<file path="config.mk">
export PLATFORM = sky130hd
export DESIGN_NAME = rom_sub_top
export DESIGN_NICKNAME = d
export VERILOG_FILES = /design/src/hdl/rom_slot_pkg.sv /design/src/hdl/rom_1slot.sv /design/src/hdl/rom_req.sv /design/src/hdl/rom_sub_top.sv /design/src/hdl/sdram_rd_ctrl.sv
export VERILOG_INCLUDE_DIRS = /design/src /design/src/hdl
export SDC_FILE = /design/constraint.sdc
export NUM_CORES = 1
export LEC_CHECK = 0
export BUFFER_PORTS_ARGS = -buffer_cell sky130_fd_sc_hd__buf_2
export CAP_MARGIN = 30
export CORE_ASPECT_RATIO = 0.7
export CORE_MARGIN = 10
export CORE_UTILIZATION = 50
export CTS_BUF_LIST = sky130_fd_sc_hd__clkbuf_16
export CTS_CLUSTER_SIZE = 25
export DETAILED_ROUTE_END_ITERATION = 16
export PLACE_DENSITY = 0.79
export SETUP_SLACK_MARGIN = 0.15
export SLEW_MARGIN = 20
export SYNTH_ARGS = -nofsm -noshare
export SYNTH_HDL_FRONTEND = slang
export SYNTH_SLANG_ARGS = --single-unit
</file>
<file path="constraint.sdc">
create_clock -name clk -period 2.9 [get_ports clk]
set_input_delay 0.29 -clock clk [delete_from_list [all_inputs] [get_ports clk]]
set_output_delay 0.29 -clock clk [all_outputs]
set_load 0.03 [all_outputs]
</file>
<file path="src/hdl/rom_slot_cfg.svh">
// width macros for slot and sdram addressing, sdram read timing in clk cycles
`ifndef ROM_SLOT_CFG_SVH
`define ROM_SLOT_CFG_SVH

// ~~~~~~~~~~~~~~~~~~~~~~~~~~~~~~~~~~~~~~~~~~~~~~~~~~~~~~~~~~~~
// address and data widths
// ~~~~~~~~~~~~~~~~~~~~~~~~~~~~~~~~~~~~~~~~~~~~~~~~~~~~~~~~~~~~

`define ROM_SDRAMW    22    // 32-bit word address of bank 2 row 12 and column 8 bits
`define ROM_SLOT_AW   16    // slot address counts halfwords
`define ROM_SLOT_DW   16    // slot data width

// ~~~~~~~~~~~~~~~~~~~~~~~~~~~~~~~~~~~~~~~~~~~~~~~~~~~~~~~~~~~~
// sdram timing
// ~~~~~~~~~~~~~~~~~~~~~~~~~~~~~~~~~~~~~~~~~~~~~~~~~~~~~~~~~~~~

`define ROM_T_RCD     2     // activate to read delay, 2 or more
`define ROM_CAS_LAT   2     // read command to first data beat, 2 or more

// Both delays are counted down from value minus two in the controller,
// so values below 2 are not supported.

`endif

</file>
<file path="src/hdl/rom_slot_pkg.sv">
// vector typedefs, sdram command enum, sdram pin bundle struct and read controller states
`default_nettype none

`include "rom_slot_cfg.svh"

package rom_slot_pkg;

    typedef logic [31:0]             rom_word_t;    // one cache line or sdram word
    typedef logic [`ROM_SDRAMW-1:0]  sdram_addr_t;  // sdram address in 32-bit words
    typedef logic [`ROM_SLOT_AW-1:0] slot_addr_t;   // client address in halfwords
    typedef logic [`ROM_SLOT_DW-1:0] slot_data_t;   // client data

    // encoded as {ras_n, cas_n, we_n}
    typedef enum logic [2:0] {
        CMD_NOP       = 3'b111,
        CMD_ACTIVE    = 3'b011,
        CMD_READ      = 3'b101,
        CMD_PRECHARGE = 3'b010
    } sdram_cmd_e;

    typedef struct packed {
        sdram_cmd_e  cmd;       // command strobes
        logic [1:0]  ba;        // bank select
        logic [12:0] a;         // row on activate, column on read
    } sdram_pins_t;

    typedef enum logic [2:0] {
        IDLE,
        ACT,
        WAIT_RCD,
        RD,
        WAIT_CL,
        BEAT0,
        BEAT1,
        PRE
    } rd_state_e;

endpackage

`default_nettype wire

</file>
<file path="src/hdl/rom_1slot.sv">
// rom_1slot with data ownership flag around one rom_req engine
`default_nettype none

`include "rom_slot_cfg.svh"

module rom_1slot (
    input  wire                            rst,
    input  wire                            clk,
    input  wire rom_slot_pkg::slot_addr_t  slot_addr,
    input  wire                            slot_cs,
    input  wire                            sdram_ack,
    input  wire                            data_rdy,
    input  wire rom_slot_pkg::rom_word_t   data_read,
    output rom_slot_pkg::slot_data_t       slot_dout,
    output logic                           slot_ok,
    output logic                           sdram_req,
    output rom_slot_pkg::sdram_addr_t      sdram_addr
);

    logic slot_sel;                                  // returning data is ours

    // set by the controller ack, cleared once the line has arrived
    always_ff @(posedge clk or posedge rst) begin
        if (rst) begin
            slot_sel <= 1'b0;
        end else if (sdram_ack) begin
            slot_sel <= 1'b1;
        end else if (data_rdy) begin
            slot_sel <= 1'b0;
        end
    end

    rom_req #(
        .AW (`ROM_SLOT_AW),
        .DW (`ROM_SLOT_DW)
    ) u_slot0 (
        .rst        (rst),
        .clk        (clk),
        .addr       (slot_addr),
        .addr_ok    (slot_cs),                       // cs is a level
        .din        (data_read),
        .din_ok     (data_rdy),
        .we         (slot_sel),
        .sdram_addr (sdram_addr),
        .req        (sdram_req),
        .dout       (slot_dout),
        .data_ok    (slot_ok)
    );

endmodule

`default_nettype wire

</file>
<file path="src/hdl/rom_req.sv">
// rom_req with one-line cache, miss detection, request level and data lane select
`default_nettype none

`include "rom_slot_cfg.svh"

module rom_req #(
    parameter int AW = `ROM_SLOT_AW,                 // address width in DW units
    parameter int DW = `ROM_SLOT_DW                  // 8, 16 or 32
) (
    input  wire                            rst,
    input  wire                            clk,
    input  wire rom_slot_pkg::slot_addr_t  addr,
    input  wire                            addr_ok,  // client cs level
    input  wire rom_slot_pkg::rom_word_t   din,
    input  wire                            din_ok,   // data_rdy pulse
    input  wire                            we,       // incoming data belongs here
    output rom_slot_pkg::sdram_addr_t      sdram_addr,
    output logic                           req,
    output rom_slot_pkg::slot_data_t       dout,
    output logic                           data_ok
);

    import rom_slot_pkg::*;

    localparam int LANES = 32 / DW;                  // data words per line
    localparam int SHIFT = $clog2(LANES);            // lane bits at the bottom of addr
    localparam int TAGW  = AW - SHIFT;               // word address bits

    logic [TAGW-1:0] addr_tag;                       // word address of current request
    logic [TAGW-1:0] line_tag;                       // word address held in the line
    logic [TAGW-1:0] req_tag;                        // word address being fetched
    logic            line_valid;
    rom_word_t       line_data;
    logic            pending;                        // fetch in flight
    logic            hit;
    logic            miss_new;                       // miss with nothing in flight
    logic [DW-1:0]   lane;

    // ~~~~~~~~~~~~~~~~~~~~~~~~~~~~~~~~~~~~~~~~~~~~~~~~~~~~~~~~~~~~
    // hit and request
    // ~~~~~~~~~~~~~~~~~~~~~~~~~~~~~~~~~~~~~~~~~~~~~~~~~~~~~~~~~~~~

    assign addr_tag = addr[AW-1:SHIFT];              // drop lane bits
    assign hit      = addr_ok & line_valid & (line_tag == addr_tag);
    assign miss_new = addr_ok & ~hit & ~pending;

    // req rises with the miss and stays up until the controller has
    // acked, which the slot flag we reports from the cycle after ack
    assign req = miss_new | (pending & ~we);

    // live address for a new miss, the latched one while in flight
    assign sdram_addr = sdram_addr_t'(pending ? req_tag : addr_tag);

    assign data_ok = hit;                            // combinational on a hit

    always_ff @(posedge clk or posedge rst) begin
        if (rst) begin
            pending    <= 1'b0;
            line_valid <= 1'b0;
        end else begin
            if (din_ok) begin
                pending <= 1'b0;                     // fetch done
            end else if (req) begin
                pending <= 1'b1;
            end
            if (din_ok && we) begin
                line_valid <= 1'b1;
            end
        end
    end

    // ~~~~~~~~~~~~~~~~~~~~~~~~~~~~~~~~~~~~~~~~~~~~~~~~~~~~~~~~~~~~
    // line storage
    // ~~~~~~~~~~~~~~~~~~~~~~~~~~~~~~~~~~~~~~~~~~~~~~~~~~~~~~~~~~~~

    always_ff @(posedge clk) begin
        if (miss_new) begin
            req_tag <= addr_tag;                     // cs may drop before data returns
        end
        if (din_ok && we) begin
            line_data <= din;
            line_tag  <= req_tag;
        end
    end

    // ~~~~~~~~~~~~~~~~~~~~~~~~~~~~~~~~~~~~~~~~~~~~~~~~~~~~~~~~~~~~
    // output lane
    // ~~~~~~~~~~~~~~~~~~~~~~~~~~~~~~~~~~~~~~~~~~~~~~~~~~~~~~~~~~~~

    generate
        if (SHIFT == 0) begin : g_full_word
            assign lane = line_data[DW-1:0];         // 32-bit slot, whole line
        end else begin : g_lane_sel
            // low lane holds the lowest address, as beats arrive low-first
            assign lane = line_data[addr[SHIFT-1:0]*DW +: DW];
        end
    endgenerate

    assign dout = slot_data_t'(lane);

endmodule

`default_nettype wire

</file>
<file path="src/hdl/rom_sub_top.sv">
// rom_sub_top joining the rom slot to the sdram read controller
`default_nettype none

module rom_sub_top (
    input  wire                            rst,
    input  wire                            clk,
    input  wire rom_slot_pkg::slot_addr_t  slot_addr,
    input  wire                            slot_cs,
    input  wire [15:0]                     sdram_dq,    // read data only
    output rom_slot_pkg::slot_data_t       slot_dout,
    output logic                           slot_ok,
    output rom_slot_pkg::sdram_pins_t      sdram_pins
);

    import rom_slot_pkg::*;

    logic        sdram_req;                          // slot wants a line
    logic        sdram_ack;
    logic        data_rdy;
    sdram_addr_t sdram_addr;
    rom_word_t   data_read;                          // assembled line

    rom_1slot u_rom_1slot (
        .rst        (rst),
        .clk        (clk),
        .slot_addr  (slot_addr),
        .slot_cs    (slot_cs),
        .sdram_ack  (sdram_ack),
        .data_rdy   (data_rdy),
        .data_read  (data_read),
        .slot_dout  (slot_dout),
        .slot_ok    (slot_ok),
        .sdram_req  (sdram_req),
        .sdram_addr (sdram_addr)
    );

    sdram_rd_ctrl u_sdram_rd_ctrl (
        .rst        (rst),
        .clk        (clk),
        .req        (sdram_req),
        .addr       (sdram_addr),
        .dq         (sdram_dq),
        .ack        (sdram_ack),
        .pins       (sdram_pins),
        .data_rdy   (data_rdy),
        .data_read  (data_read)
    );

endmodule

`default_nettype wire

</file>
<file path="src/hdl/sdram_rd_ctrl.sv">
// sdram_rd_ctrl read sequencer with activate, read, cas wait, two-beat capture and precharge
`default_nettype none

`include "rom_slot_cfg.svh"

module sdram_rd_ctrl (
    input  wire                            rst,
    input  wire                            clk,
    input  wire                            req,      // request level
    input  wire rom_slot_pkg::sdram_addr_t addr,     // 32-bit word address
    input  wire [15:0]                     dq,
    output logic                           ack,      // pulse on leaving IDLE
    output rom_slot_pkg::sdram_pins_t      pins,
    output logic                           data_rdy, // pulse with the full word
    output rom_slot_pkg::rom_word_t        data_read
);

    import rom_slot_pkg::*;

    localparam int COLW = 8;                         // column bits in word units
    localparam int ROWW = 12;

    rd_state_e       state;
    logic [2:0]      cnt;                            // rcd and cas wait counter
    sdram_addr_t     addr_q;                         // address of the fetch in flight
    logic [1:0]      q_bank;
    logic [COLW-1:0] q_col;
    logic            start;

    assign start  = (state == IDLE) && req;
    assign q_bank = addr_q[`ROM_SDRAMW-1 -: 2];
    assign q_col  = addr_q[COLW-1:0];

    // ~~~~~~~~~~~~~~~~~~~~~~~~~~~~~~~~~~~~~~~~~~~~~~~~~~~~~~~~~~~~
    // command sequencer
    // ~~~~~~~~~~~~~~~~~~~~~~~~~~~~~~~~~~~~~~~~~~~~~~~~~~~~~~~~~~~~

    // pins are registered, so each command shows in the cycle of its state.
    // Beat 0 is valid on dq CAS_LAT cycles after the READ cycle.
    always_ff @(posedge clk or posedge rst) begin
        if (rst) begin
            state    <= IDLE;
            cnt      <= '0;
            ack      <= 1'b0;
            data_rdy <= 1'b0;
            pins     <= '{cmd: CMD_NOP, ba: 2'd0, a: 13'd0};
        end else begin
            ack      <= 1'b0;                        // strobes last one cycle
            data_rdy <= 1'b0;
            pins.cmd <= CMD_NOP;
            case (state)
                IDLE: begin
                    if (req) begin
                        state    <= ACT;
                        ack      <= 1'b1;
                        pins.cmd <= CMD_ACTIVE;
                        pins.ba  <= addr[`ROM_SDRAMW-1 -: 2];
                        pins.a   <= 13'(addr[COLW +: ROWW]);     // open the row
                    end
                end
                ACT: begin
                    state <= WAIT_RCD;
                    cnt   <= 3'(`ROM_T_RCD - 2);
                end
                WAIT_RCD: begin
                    if (cnt == '0) begin
                        state    <= RD;
                        pins.cmd <= CMD_READ;
                        pins.ba  <= q_bank;
                        pins.a   <= 13'({q_col, 1'b0});          // halfword column, a10 low
                    end else begin
                        cnt <= cnt - 3'd1;
                    end
                end
                RD: begin
                    state <= WAIT_CL;
                    cnt   <= 3'(`ROM_CAS_LAT - 2);
                end
                WAIT_CL: begin
                    if (cnt == '0) begin
                        state <= BEAT0;
                    end else begin
                        cnt <= cnt - 3'd1;
                    end
                end
                BEAT0: begin
                    state <= BEAT1;                  // low halfword sampled
                end
                BEAT1: begin
                    state    <= PRE;
                    data_rdy <= 1'b1;                // word complete next cycle
                end
                PRE: begin
                    state    <= IDLE;
                    pins.cmd <= CMD_PRECHARGE;       // after data_rdy
                    pins.ba  <= q_bank;
                    pins.a   <= 13'h0400;            // a10 for all banks
                end
                default: begin
                    state <= IDLE;
                end
            endcase
        end
    end

    // ~~~~~~~~~~~~~~~~~~~~~~~~~~~~~~~~~~~~~~~~~~~~~~~~~~~~~~~~~~~~
    // address latch and beat capture
    // ~~~~~~~~~~~~~~~~~~~~~~~~~~~~~~~~~~~~~~~~~~~~~~~~~~~~~~~~~~~~

    always_ff @(posedge clk) begin
        if (start) begin
            addr_q <= addr;
        end
        if (state == BEAT0) begin
            data_read[15:0] <= dq;                   // first beat is the low half
        end
        if (state == BEAT1) begin
            data_read[31:16] <= dq;
        end
    end

endmodule

`default_nettype wire
</file>
### Word-level counts from Yosys, hierarchy flattened

Index checks and enable logic that the tools add are counted.
W data, S select, Z words.

| operators by class | value |
|---|---|
| equality and inequality tests | 12 |
| reduce and logical (&&, ||, !) cells | 13 |
| shift-type cells | 1 |
| bitwise operators | 9 |
| add/subtract/negate cells | 1 |
| multiplexer cells | 17 |

Operators with widths:

| cell | number |
|---|---|
| $pmux W18 S3 | 1 |
| $shiftx A32 B6 Y16 | 1 |
| $pmux W3 S8 | 1 |
| $mux W18 | 1 |
| $mux W17 | 1 |
| $eq A15 B15 Y1 | 1 |
| $mux W15 | 1 |
| $eq A3 B3 Y1 const B | 4 |
| $mux W3 | 4 |
| $mux W1 | 7 |
| $eq A3 B2 Y1 const B | 2 |
| $logic_not A3 Y1 | 2 |
| $ne A2 B1 Y1 const B | 3 |
| $pmux W3 S2 | 1 |
| $reduce_and A3 Y1 | 2 |
| $reduce_bool A2 Y1 | 3 |
| $and A1 B1 Y1 | 5 |
| $reduce_or A2 Y1 | 2 |
| $eq A3 B1 Y1 const B | 1 |
| $not A1 Y1 | 3 |
| $reduce_bool A3 Y1 | 1 |
| $sub A3 B1 Y3 const B | 1 |
| $logic_and A1 B1 Y1 | 2 |
| $ne A2 B2 Y1 const B | 1 |
| 2 further kinds | 2 |

| storage, ports and cells | value |
|---|---|
| bits of input ports | 35 |
| output and inout port bits | 35 |
| register bits after elaboration | 145 |

### Longest topological paths before layout

Gate-level depths: netlist (run 1).

| depth | value |
|---|---|
| word-level depth | 8 |
| depth in mapped cells | 8 |
| depth with buffers taken out | 7 |

### Modules after synthesis

From an unflattened synthesis (run 1), not the netlist that was laid out.

| unflattened totals | value |
|---|---|
| cell total of the unflattened synthesis | 289 |
| area total of the unflattened synthesis | 5099.9 um2 |

By module, submodules not included:

| module | seq. area each (um2) | times used | cells each | area an instance (um2) |
|---|---|---|---|---|
| rom_req | 1911.8 | 1 | 136 | 2570.0 |
| sdram_rd_ctrl | 1890.6 | 1 | 149 | 2489.9 |
| rom_1slot | 25.0 | 1 | 4 | 40.0 |

### Worst setup path after synthesis (run 1)

OpenSTA, ideal clock, no wires.

| path | value |
|---|---|
| kind | register to register |
| start | register u_rom_1slot.u_slot0.line_tag[0] |
| end | register u_rom_1slot.u_slot0.req_tag[0] (enable) |
| clock period less this slack | 2015 ps |
| required time | 2514 ps |
| setup time | 386 ps |
| slack | 885 ps |
| data arrival time | 1628 ps |
| cell stages (with the launch flop) | 5 |
| path through | edfxtp_1 -> xor2_1 -> nor4_4 -> and4_2 -> nor2_1 |

| on the way | value |
|---|---|
| longest elaborated chain between the ends | 5 |

RTL lines:

| what | RTL line | text |
|---|---|---|
| start: declaration | rom_req.sv:30 | `logic [TAGW-1:0] line_tag;` |
| start signal: assignment | rom_req.sv:82 | `line_tag <= req_tag;` |
| $eq A15 B15 Y1 | rom_req.sv:44 | `assign hit = addr_ok & line_valid & (line_tag == addr_tag);` |
| $and A1 B1 Y1 | rom_req.sv:44 |  |
| $not A1 Y1 | rom_req.sv:45 | `assign miss_new = addr_ok & ~hit & ~pending;` |
| $and A1 B1 Y1 (2 in a row) | rom_req.sv:45 |  |
| named net u_rom_1slot.u_slot0.miss_new | rom_req.sv:36 | `logic miss_new;` |
| end signal: assignment | rom_req.sv:78 | `req_tag <= addr_tag;` |
| end: declaration | rom_req.sv:31 | `logic [TAGW-1:0] req_tag;` |

The timed path passes the listed nets, and every way through them passes these cells.
A chain may end at the register's enable or synchronous reset.

### Worst setup path after layout (run 1)

| path | value |
|---|---|
| start | register u_rom_1slot.u_slot0.line_tag[11] |
| end | output port slot_ok |

| on the way | value |
|---|---|
| longest elaborated chain between the ends | 2 |

RTL lines:

| what | RTL line | text |
|---|---|---|
| $eq A15 B15 Y1 | rom_req.sv:44 |  |
| $and A1 B1 Y1 | rom_req.sv:44 |  |
| end: declaration | rom_sub_top.sv:11 | `output logic slot_ok,` |

Every way passes these cells.

==> impl_results.md, run 1 <==
* Vias per cell at just over 5
* Core Util, Final at 0.624
* Register area share after synthesis at 0.741
* Worst Path Arrival at 2.13 ns
* R2R depth at 4
* Routed len/inst at 18.4 µm
* Starting density of the core at 0.511
* Fmax at 414 MHz
* Die ar. at 14300 µm²
* RSZ-0062 raised after global routing: false
* Outcome: completed
* Most frequent cells in the layout: edfxtp_1, buf_2, mux2_2, dfrtp_1, clkbuf_16
* Leak pwr at between 2 and 2.5 nW
* Netlist cell types at 42
* Most common cell after layout, fill and taps aside: edfxtp_1
* Die height at 103 µm
* Critical Path RT at 2.61 ns
* Largest family of logic cells by synthesized area: multiplexers
* Slew @ Worst Pin at 0.825 ns
* Dpl hpwl at 6620 µm
* Max clock buf depth at 2
* R2R Setup Slk at 0.48 ns
* Global-route wire length before repair at ~15000 µm
* Vias in the first global route at 2850
* Max-Cap Viols at 0
* CP Launch Type: register
* Xor/xnor share of the synthesized area at 0.0283
* Final setup viols at 0
* GRT Overall Usage at 0.132
* Drt pass-1 iters at 4
* # DRC at 0
* Final hold vios at 0
* Max_slew headroom at 0.450
* DR vias at 2633
* CP max FO at 4
* Syn Inst Count at 287
* Largest net degree at the start of global routing at 33
* Pwr Total at 6.00 mW
* Final slew viol count at 0
* Syn Area/Cell at 17.3 µm²
* Worst Hold Class: input pin to register
* Root Driver: clkbuf_16
* Clock sink count at 126
* FFs w/ async S/R, synth at 0.190
* Post-CTS Setup Bufs at 0
* Post-synthesis mux area share at 0.0799
* Pwr per Cell Area at 992 nW/µm²
* H-tree depth at 4
* Reg2Reg Capture Point: u_sdram_rd_ctrl.addr_q[7]
* CP endpoint kind: primary output
* #FFs+latches synth at 126
* ANT cells at 0
* Setup TNS at 0 ns
* Die width at 139 µm
* Tmin final at 2.42 ns
* CP startpoint: u_rom_1slot.u_slot0.line_tag[11]
* Compound-gate portion of the synthesized area at 0.0513
* Synth Area in Adders at 0.0152
* Num CTS Buffers at 17
* Share of cells above drive strength 1 at 0.372
* Simple-gate share of the synthesized area at 0.0584
* Core region area at 9680 µm²
* Post-synth EDFFs at 102
* Clock skew at about 0.0062 ns
* Synth warn at 0
* Post-DRT Antenna Nets at 0
* Detailed Route Iter0 Violations at 164
* Worst skew pair latency at 0.40 ns
* Initial antenna violation count at 0
* CTS resizes at 0
* Final WL at a little over 9000 µm
* Register clock-pin slew on the reported worst setup and hold paths at 0.05 ns
* Area growth from synthesis to layout at 22.1%
* Rows at 30
* Top FF cell, synth: edfxtp_1
* Mapped cell area at 4950 µm²
* Grt ovf at 0
* End of the critical path: slot_ok
* GPL Wtd Cong at slightly below 0.8
* TritonCTS clock tree: done
* Period Utilization, post-route at 0.834
* Ports at 70
* Worst r2r src: u_rom_1slot.u_slot0.pending
* Nets at ~410
* Peak supply drop at between 0.0004 and 0.0005 V
* Port bufs at 64
* Number of fill cells at ~740
* Critical path type: register to primary output
-- worst max-delay path, stage by stage (launching register included) --
cell and delay [ns]:
edfxtp_1 0.37, xor2_1 0.19, nor4_4 0.44, and4_2 0.37
and2_1 0.15, buf_2 0.20
-- how the worst min path moves through the flow --
stage,start,end,depth (start not counted)
after floorplan,rst,u_rom_1slot.slot_sel,1
after global placement,u_sdram_rd_ctrl.data_read[14],u_rom_1slot.u_slot0.line_data[14],0
after detailed placement,u_sdram_rd_ctrl.data_read[23],u_rom_1slot.u_slot0.line_data[23],0
after CTS,sdram_dq[0],u_sdram_rd_ctrl.data_read[0],1
after global routing,sdram_dq[5],u_sdram_rd_ctrl.data_read[21],1
final,sdram_dq[0],u_sdram_rd_ctrl.data_read[0],1
-- area by class of cell --
| type | instances | area (µm²) | area share |
|---|---|---|---|
| clock buffer | 17 | 425 | 0.0703 |
| inverter | 14 | 52.6 | 0.00869 |
| tap | 128 | 160 | 0.0265 |
| clock inverter | 14 | 175 | 0.0290 |
| sequential | 126 | 3670 | 0.606 |
| timing repair buffer | 69 | 393 | 0.0650 |
| multi-input combinational | 139 | 1170 | 0.194 |
-- flip-flops by register name (all words and copies together), names as in the netlist --
name	count
u_rom_1slot.u_slot0.line_valid	1
u_sdram_rd_ctrl.state	3
u_sdram_rd_ctrl.ack	1
u_rom_1slot.u_slot0.req_tag	15
u_rom_1slot.slot_sel	1
u_sdram_rd_ctrl.data_rdy	1
u_sdram_rd_ctrl.pins	13
u_sdram_rd_ctrl.cnt	3
u_rom_1slot.u_slot0.line_data	32
u_rom_1slot.u_slot0.pending	1
u_sdram_rd_ctrl.data_read	32
u_sdram_rd_ctrl.addr_q	8
u_rom_1slot.u_slot0.line_tag	15
-- metal layers --
layer | GRT usage | wire length, µm
met1 | 0.154 | 3890
met2 | 0.214 | 4580
met3 | 0.0534 | 729
met4 | 0.0624 | 124
met5 | 0 | 0
-- per-stage QoR --
stage	instance area (µm²)	std cells	setup slack, ns	hold WS [ns]
2_1_floorplan	4970	291	0.885	0.302
3_3_place_gp	5390	473	0.553	0.401
3_5_place_dp	5410	474	0.496	0.405
4_1_cts	6010	505	0.471	0.0588
5_1_grt	6050	507	0.324	0.0584
6_report	6050	507	0.482	0.0721
-- cell families after synthesis --
kind of cell	Yosys count
flops	126
xor+xnor	16
fa+ha+maj	6
mux	35
simple gates	43
compound gates	34
other cells	1
buf+inv	26
-- synth_stat cells (all sizes together), types with 2 or more instances --
cell	n	area share
nand3	2	0.0020
ha	6	0.015
and2	6	0.0076
dfrtp	21	0.11
edfxtp	102	0.62
mux2i	2	0.0040
buf	11	0.014
mux2	33	0.076
inv	14	0.011
o21ai	12	0.014
a21o	2	0.0030
nand2	8	0.0061
o21bai	6	0.0091
or2	3	0.0038
nor3	2	0.0020
xor2	16	0.028
nor4	4	0.014
nand2b	6	0.0091
a32o	2	0.0040
nor2	8	0.0061
a32oi	6	0.011
dfstp	3	0.016
-- what timing repair did --
action | CTS | global route
hold buffers | 0 | 1
setup endpoints to repair | 0 | 0
hold endpoints to repair | 0 | 4
-- power by group --
| part | total [mW] | switching [mW] | leakage, nW | internal (mW) |
|---|---|---|---|---|
| Sequential | 2.56 | 0.183 | 1.22 | 2.38 |
| Clock | 2.13 | 0.717 | 0.282 | 1.41 |
| Combinational | 1.30 | 0.808 | 0.803 | 0.494 |
| Total | 6.00 | 1.71 | 2.30 | 4.29 |
No activity file was read; power rests on OpenSTA's default activity.
==> run 2: changes to the inputs <==
==> constraint.sdc (replaced) <==
create_clock -name clk -period 2.25 [get_ports clk]
set_input_delay 0.225 -clock clk [delete_from_list [all_inputs] [get_ports clk]]
set_output_delay 0.225 -clock clk [all_outputs]
set_load 0.03 [all_outputs]
==> run 2 against run 1 <==
Net effect: clock-buffer cell count unchanged; critical endpoint unchanged; setup slack got worse by 0.40 ns; first-iteration DRC count decreased by 7.9%; total power increased by 31%; register-to-register slack got worse by 0.35 ns; flip-flop and latch count unchanged; non-clock buffer count increased by 23; critical path type unchanged; critical path depth unchanged; cell area increased by 3.8%; clock power increased by 30%; sequential power increased by 28%.
==> impl_results.md, run 2 (synthesized netlist as in run 1, its figures left out) <==
* Outcome: completed
* Most frequent cells in the layout: edfxtp_1, buf_2, mux2_2, dfrtp_1, clkbuf_16
* Rows at 30 (unchanged)
* Grt ovf at 0 (unchanged)
* Largest net degree at the start of global routing at 33 (unchanged)
* Pwr per Cell Area at 1250 nW/µm² (+26%)
* Die height at 103 µm (unchanged)
* CP Launch Type: register
* Ports at 70 (unchanged)
* Reg2Reg Capture Point: u_sdram_rd_ctrl.state[1]
* CP startpoint: u_rom_1slot.u_slot0.line_tag[13]
* Switching pwr at 2.32 mW (+36%)
* Final setup viols at 0 (unchanged)
* GPL Wtd Cong at 0.916 (+18%)
* Period Utilization, post-route at 0.965
* Area growth from synthesis to layout at 26.7%
* Number of fill cells at 690 (-6.5%)
* Worst r2r src: u_rom_1slot.u_slot0.line_tag[13]
* Leak pwr at 2.41 nW (+4.6%)
* RSZ-0062 raised after global routing: true
* Post-DRT Antenna Nets at 0 (unchanged)
* GRT Overall Usage at 0.140 (+0.00798)
* Internal Dissipation at 5.51 mW (+29%)
* Vias in the first global route at 2923 (+2.6%)
* Clock sink count at 126 (unchanged)
* R2R Setup Slk at 0.13 ns (-0.35 ns)
* Sw Ratio at 0.296 (+0.0112)
* Global-route wire length before repair at 15500 µm (+5.7%)
* End of the critical path: slot_ok
* Most common cell after layout, fill and taps aside: edfxtp_1
* Root Driver: clkbuf_16
* Placed instance area at 5450 µm² (+0.83%)
* Combinational power share at 0.229 (+0.012)
* CP max FO at 2 (-2)
* Tmin final at 2.17 ns
* R2R depth at 7 (+3)
* Clock power frac at 0.353 (-0.002)
* Reg area at 3670 µm² (unchanged)
* Num CTS Buffers at 17 (unchanged)
* Worst skew pair latency at 0.41 ns (about the same)
* Die width at 139 µm (unchanged)
* Multi-input gate area at 1200 µm² (+1.9%)
* ANT cells at 0 (unchanged)
* Port bufs at 64 (unchanged)
* Placed insts at 480 (+1.3%)
* Dpl hpwl at 6620 µm (about the same)
* Peak supply drop at 0.000628 V (+49%)
* # DRC at 0 (unchanged)
* Worst Hold Class: input pin to register
* DR vias at 2726 (+3.5%)
* Final hold vios at 0 (unchanged)
* Register clock-pin slew on the reported worst setup and hold paths at 0.06 ns (about the same)
* Clock skew at 0.00876 ns (+0.00252 ns)
* Vias per cell at 5.13 (-1.1%)
* Share of cells above drive strength 1 at 0.400 (+0.0275)
* CP peak stage delay at 0.41 ns (-0.03 ns)
* Initial antenna violation count at 0 (unchanged)
* Max clock buf depth at 2 (unchanged)
* Critical path type: register to primary output
* Top flop regs: u_rom_1slot.u_slot0.line_data: 32 flops, u_sdram_rd_ctrl.data_read: 32 flops
* Nets at 431 (+5.6%)
* Seq pwr share at 0.418 (-0.009)
* Setup TNS at 0 ns (unchanged)
* Die ar. at 14300 µm² (unchanged)
* CP endpoint kind: primary output
* Starting density of the core at 0.511 (unchanged)
* Routed len/inst at 18.5 µm (+0.55%)
* CP Cell Sequence: xor2_1 > nor4_4 > and4_4 > and2_4 > buf_6
* Final Instance Count excl. Fillers at 531 (+4.7%)
* Worst Path Arrival at 1.95 ns (-0.18 ns)
* Design Area, Final at 6270 µm² (+3.8%)
* TritonCTS clock tree: done
* Core region area at 9680 µm² (unchanged)
* Detailed Route Iter0 Violations at 151 (-7.9%)
* Critical-path top delay cell: nor4_4
* Final slew viol count at 0 (unchanged)
* Max-Cap Viols at 0 (unchanged)
* Final WL at 9820 µm (+5.3%)
* H-tree depth at 4 (unchanged)
* Fmax at 461 MHz
* Drt pass-1 iters at 5 (+1)
* Critical Path RT at 2.03 ns (-0.58 ns)
[run 2: worst min path at each step]
stage	from	slack, ns	end	depth (start not counted)
2_1_floorplan	rst	0.24	u_rom_1slot.slot_sel	1
5_1_grt	sdram_dq[1]	0.003	u_sdram_rd_ctrl.data_read[17]	1
6_report	sdram_dq[1]	0.02	u_sdram_rd_ctrl.data_read[17]	1
3_3_place_gp	rst	0.30	u_sdram_rd_ctrl.cnt[2]	3
3_5_place_dp	rst	0.31	u_sdram_rd_ctrl.cnt[1]	3
4_1_cts	sdram_dq[13]	0.003	u_sdram_rd_ctrl.data_read[29]	1
[run 2: layer usage]
metal	part of all wire	up-vias	GRT usage
li1	-	1281	-
met5	0	-	0
met3	0.057	7	0.0456
met4	0.012	0	0.0631
met1	0.44	1354	0.176
met2	0.50	84	0.222
[run 2: layout make-up]
cell class,instances,area share
Clock buffer,17,0.0678
Clock inverter,15,0.0297
Sequential cell,126,0.584
Tap cell,128,0.0255
Inverter,14,0.00837
Timing Repair Buffer,92,0.0935
Multi-Input combinational cell,139,0.191
[run 2: critical path: cells and delay by family, from the launching register on]
| kind | cells | cell delay, ns |
|---|---|---|
| buffers and inverters | 1 | 0.12 |
| DFF | 1 | 0.38 |
| and+or+nand+nor | 3 | 0.84 |
| xor gates and xnor gates | 1 | 0.20 |
[run 2: power groups by stage]
stage | registers (mW) | logic [mW] | clock network, mW
final | 3.28 | 1.79 | 2.77
after floorplan | 3.43 | 1.11 | 0
after detailed placement | 3.31 | 1.75 | 0
after global placement | 3.29 | 1.71 | 0
after global routing | 3.32 | 1.95 | 2.93
after CTS | 3.28 | 1.80 | 2.83
[run 2: per-stage QoR]
stage	power [mW]	hold WS (ns)	utilization	setup WS [ns]
after floorplan	4.54	0.237	-	0.235
after global placement	4.99	0.301	0.563	0.338
after detailed placement	5.06	0.307	0.563	0.251
after CTS	7.90	0.00278	0.645	0.0941
after global routing	8.20	0.00326	0.648	0.00354
final	7.83	0.0231	0.648	0.0786
[run 2: repair_timing]
item,4_1_cts,5_1_grt
endpoints found under the setup margin,1,6
resized for setup,5,3
setup buffers,3,1
hold buffers,14,1
pin swaps,4,4
hold endpoints to repair,46,1
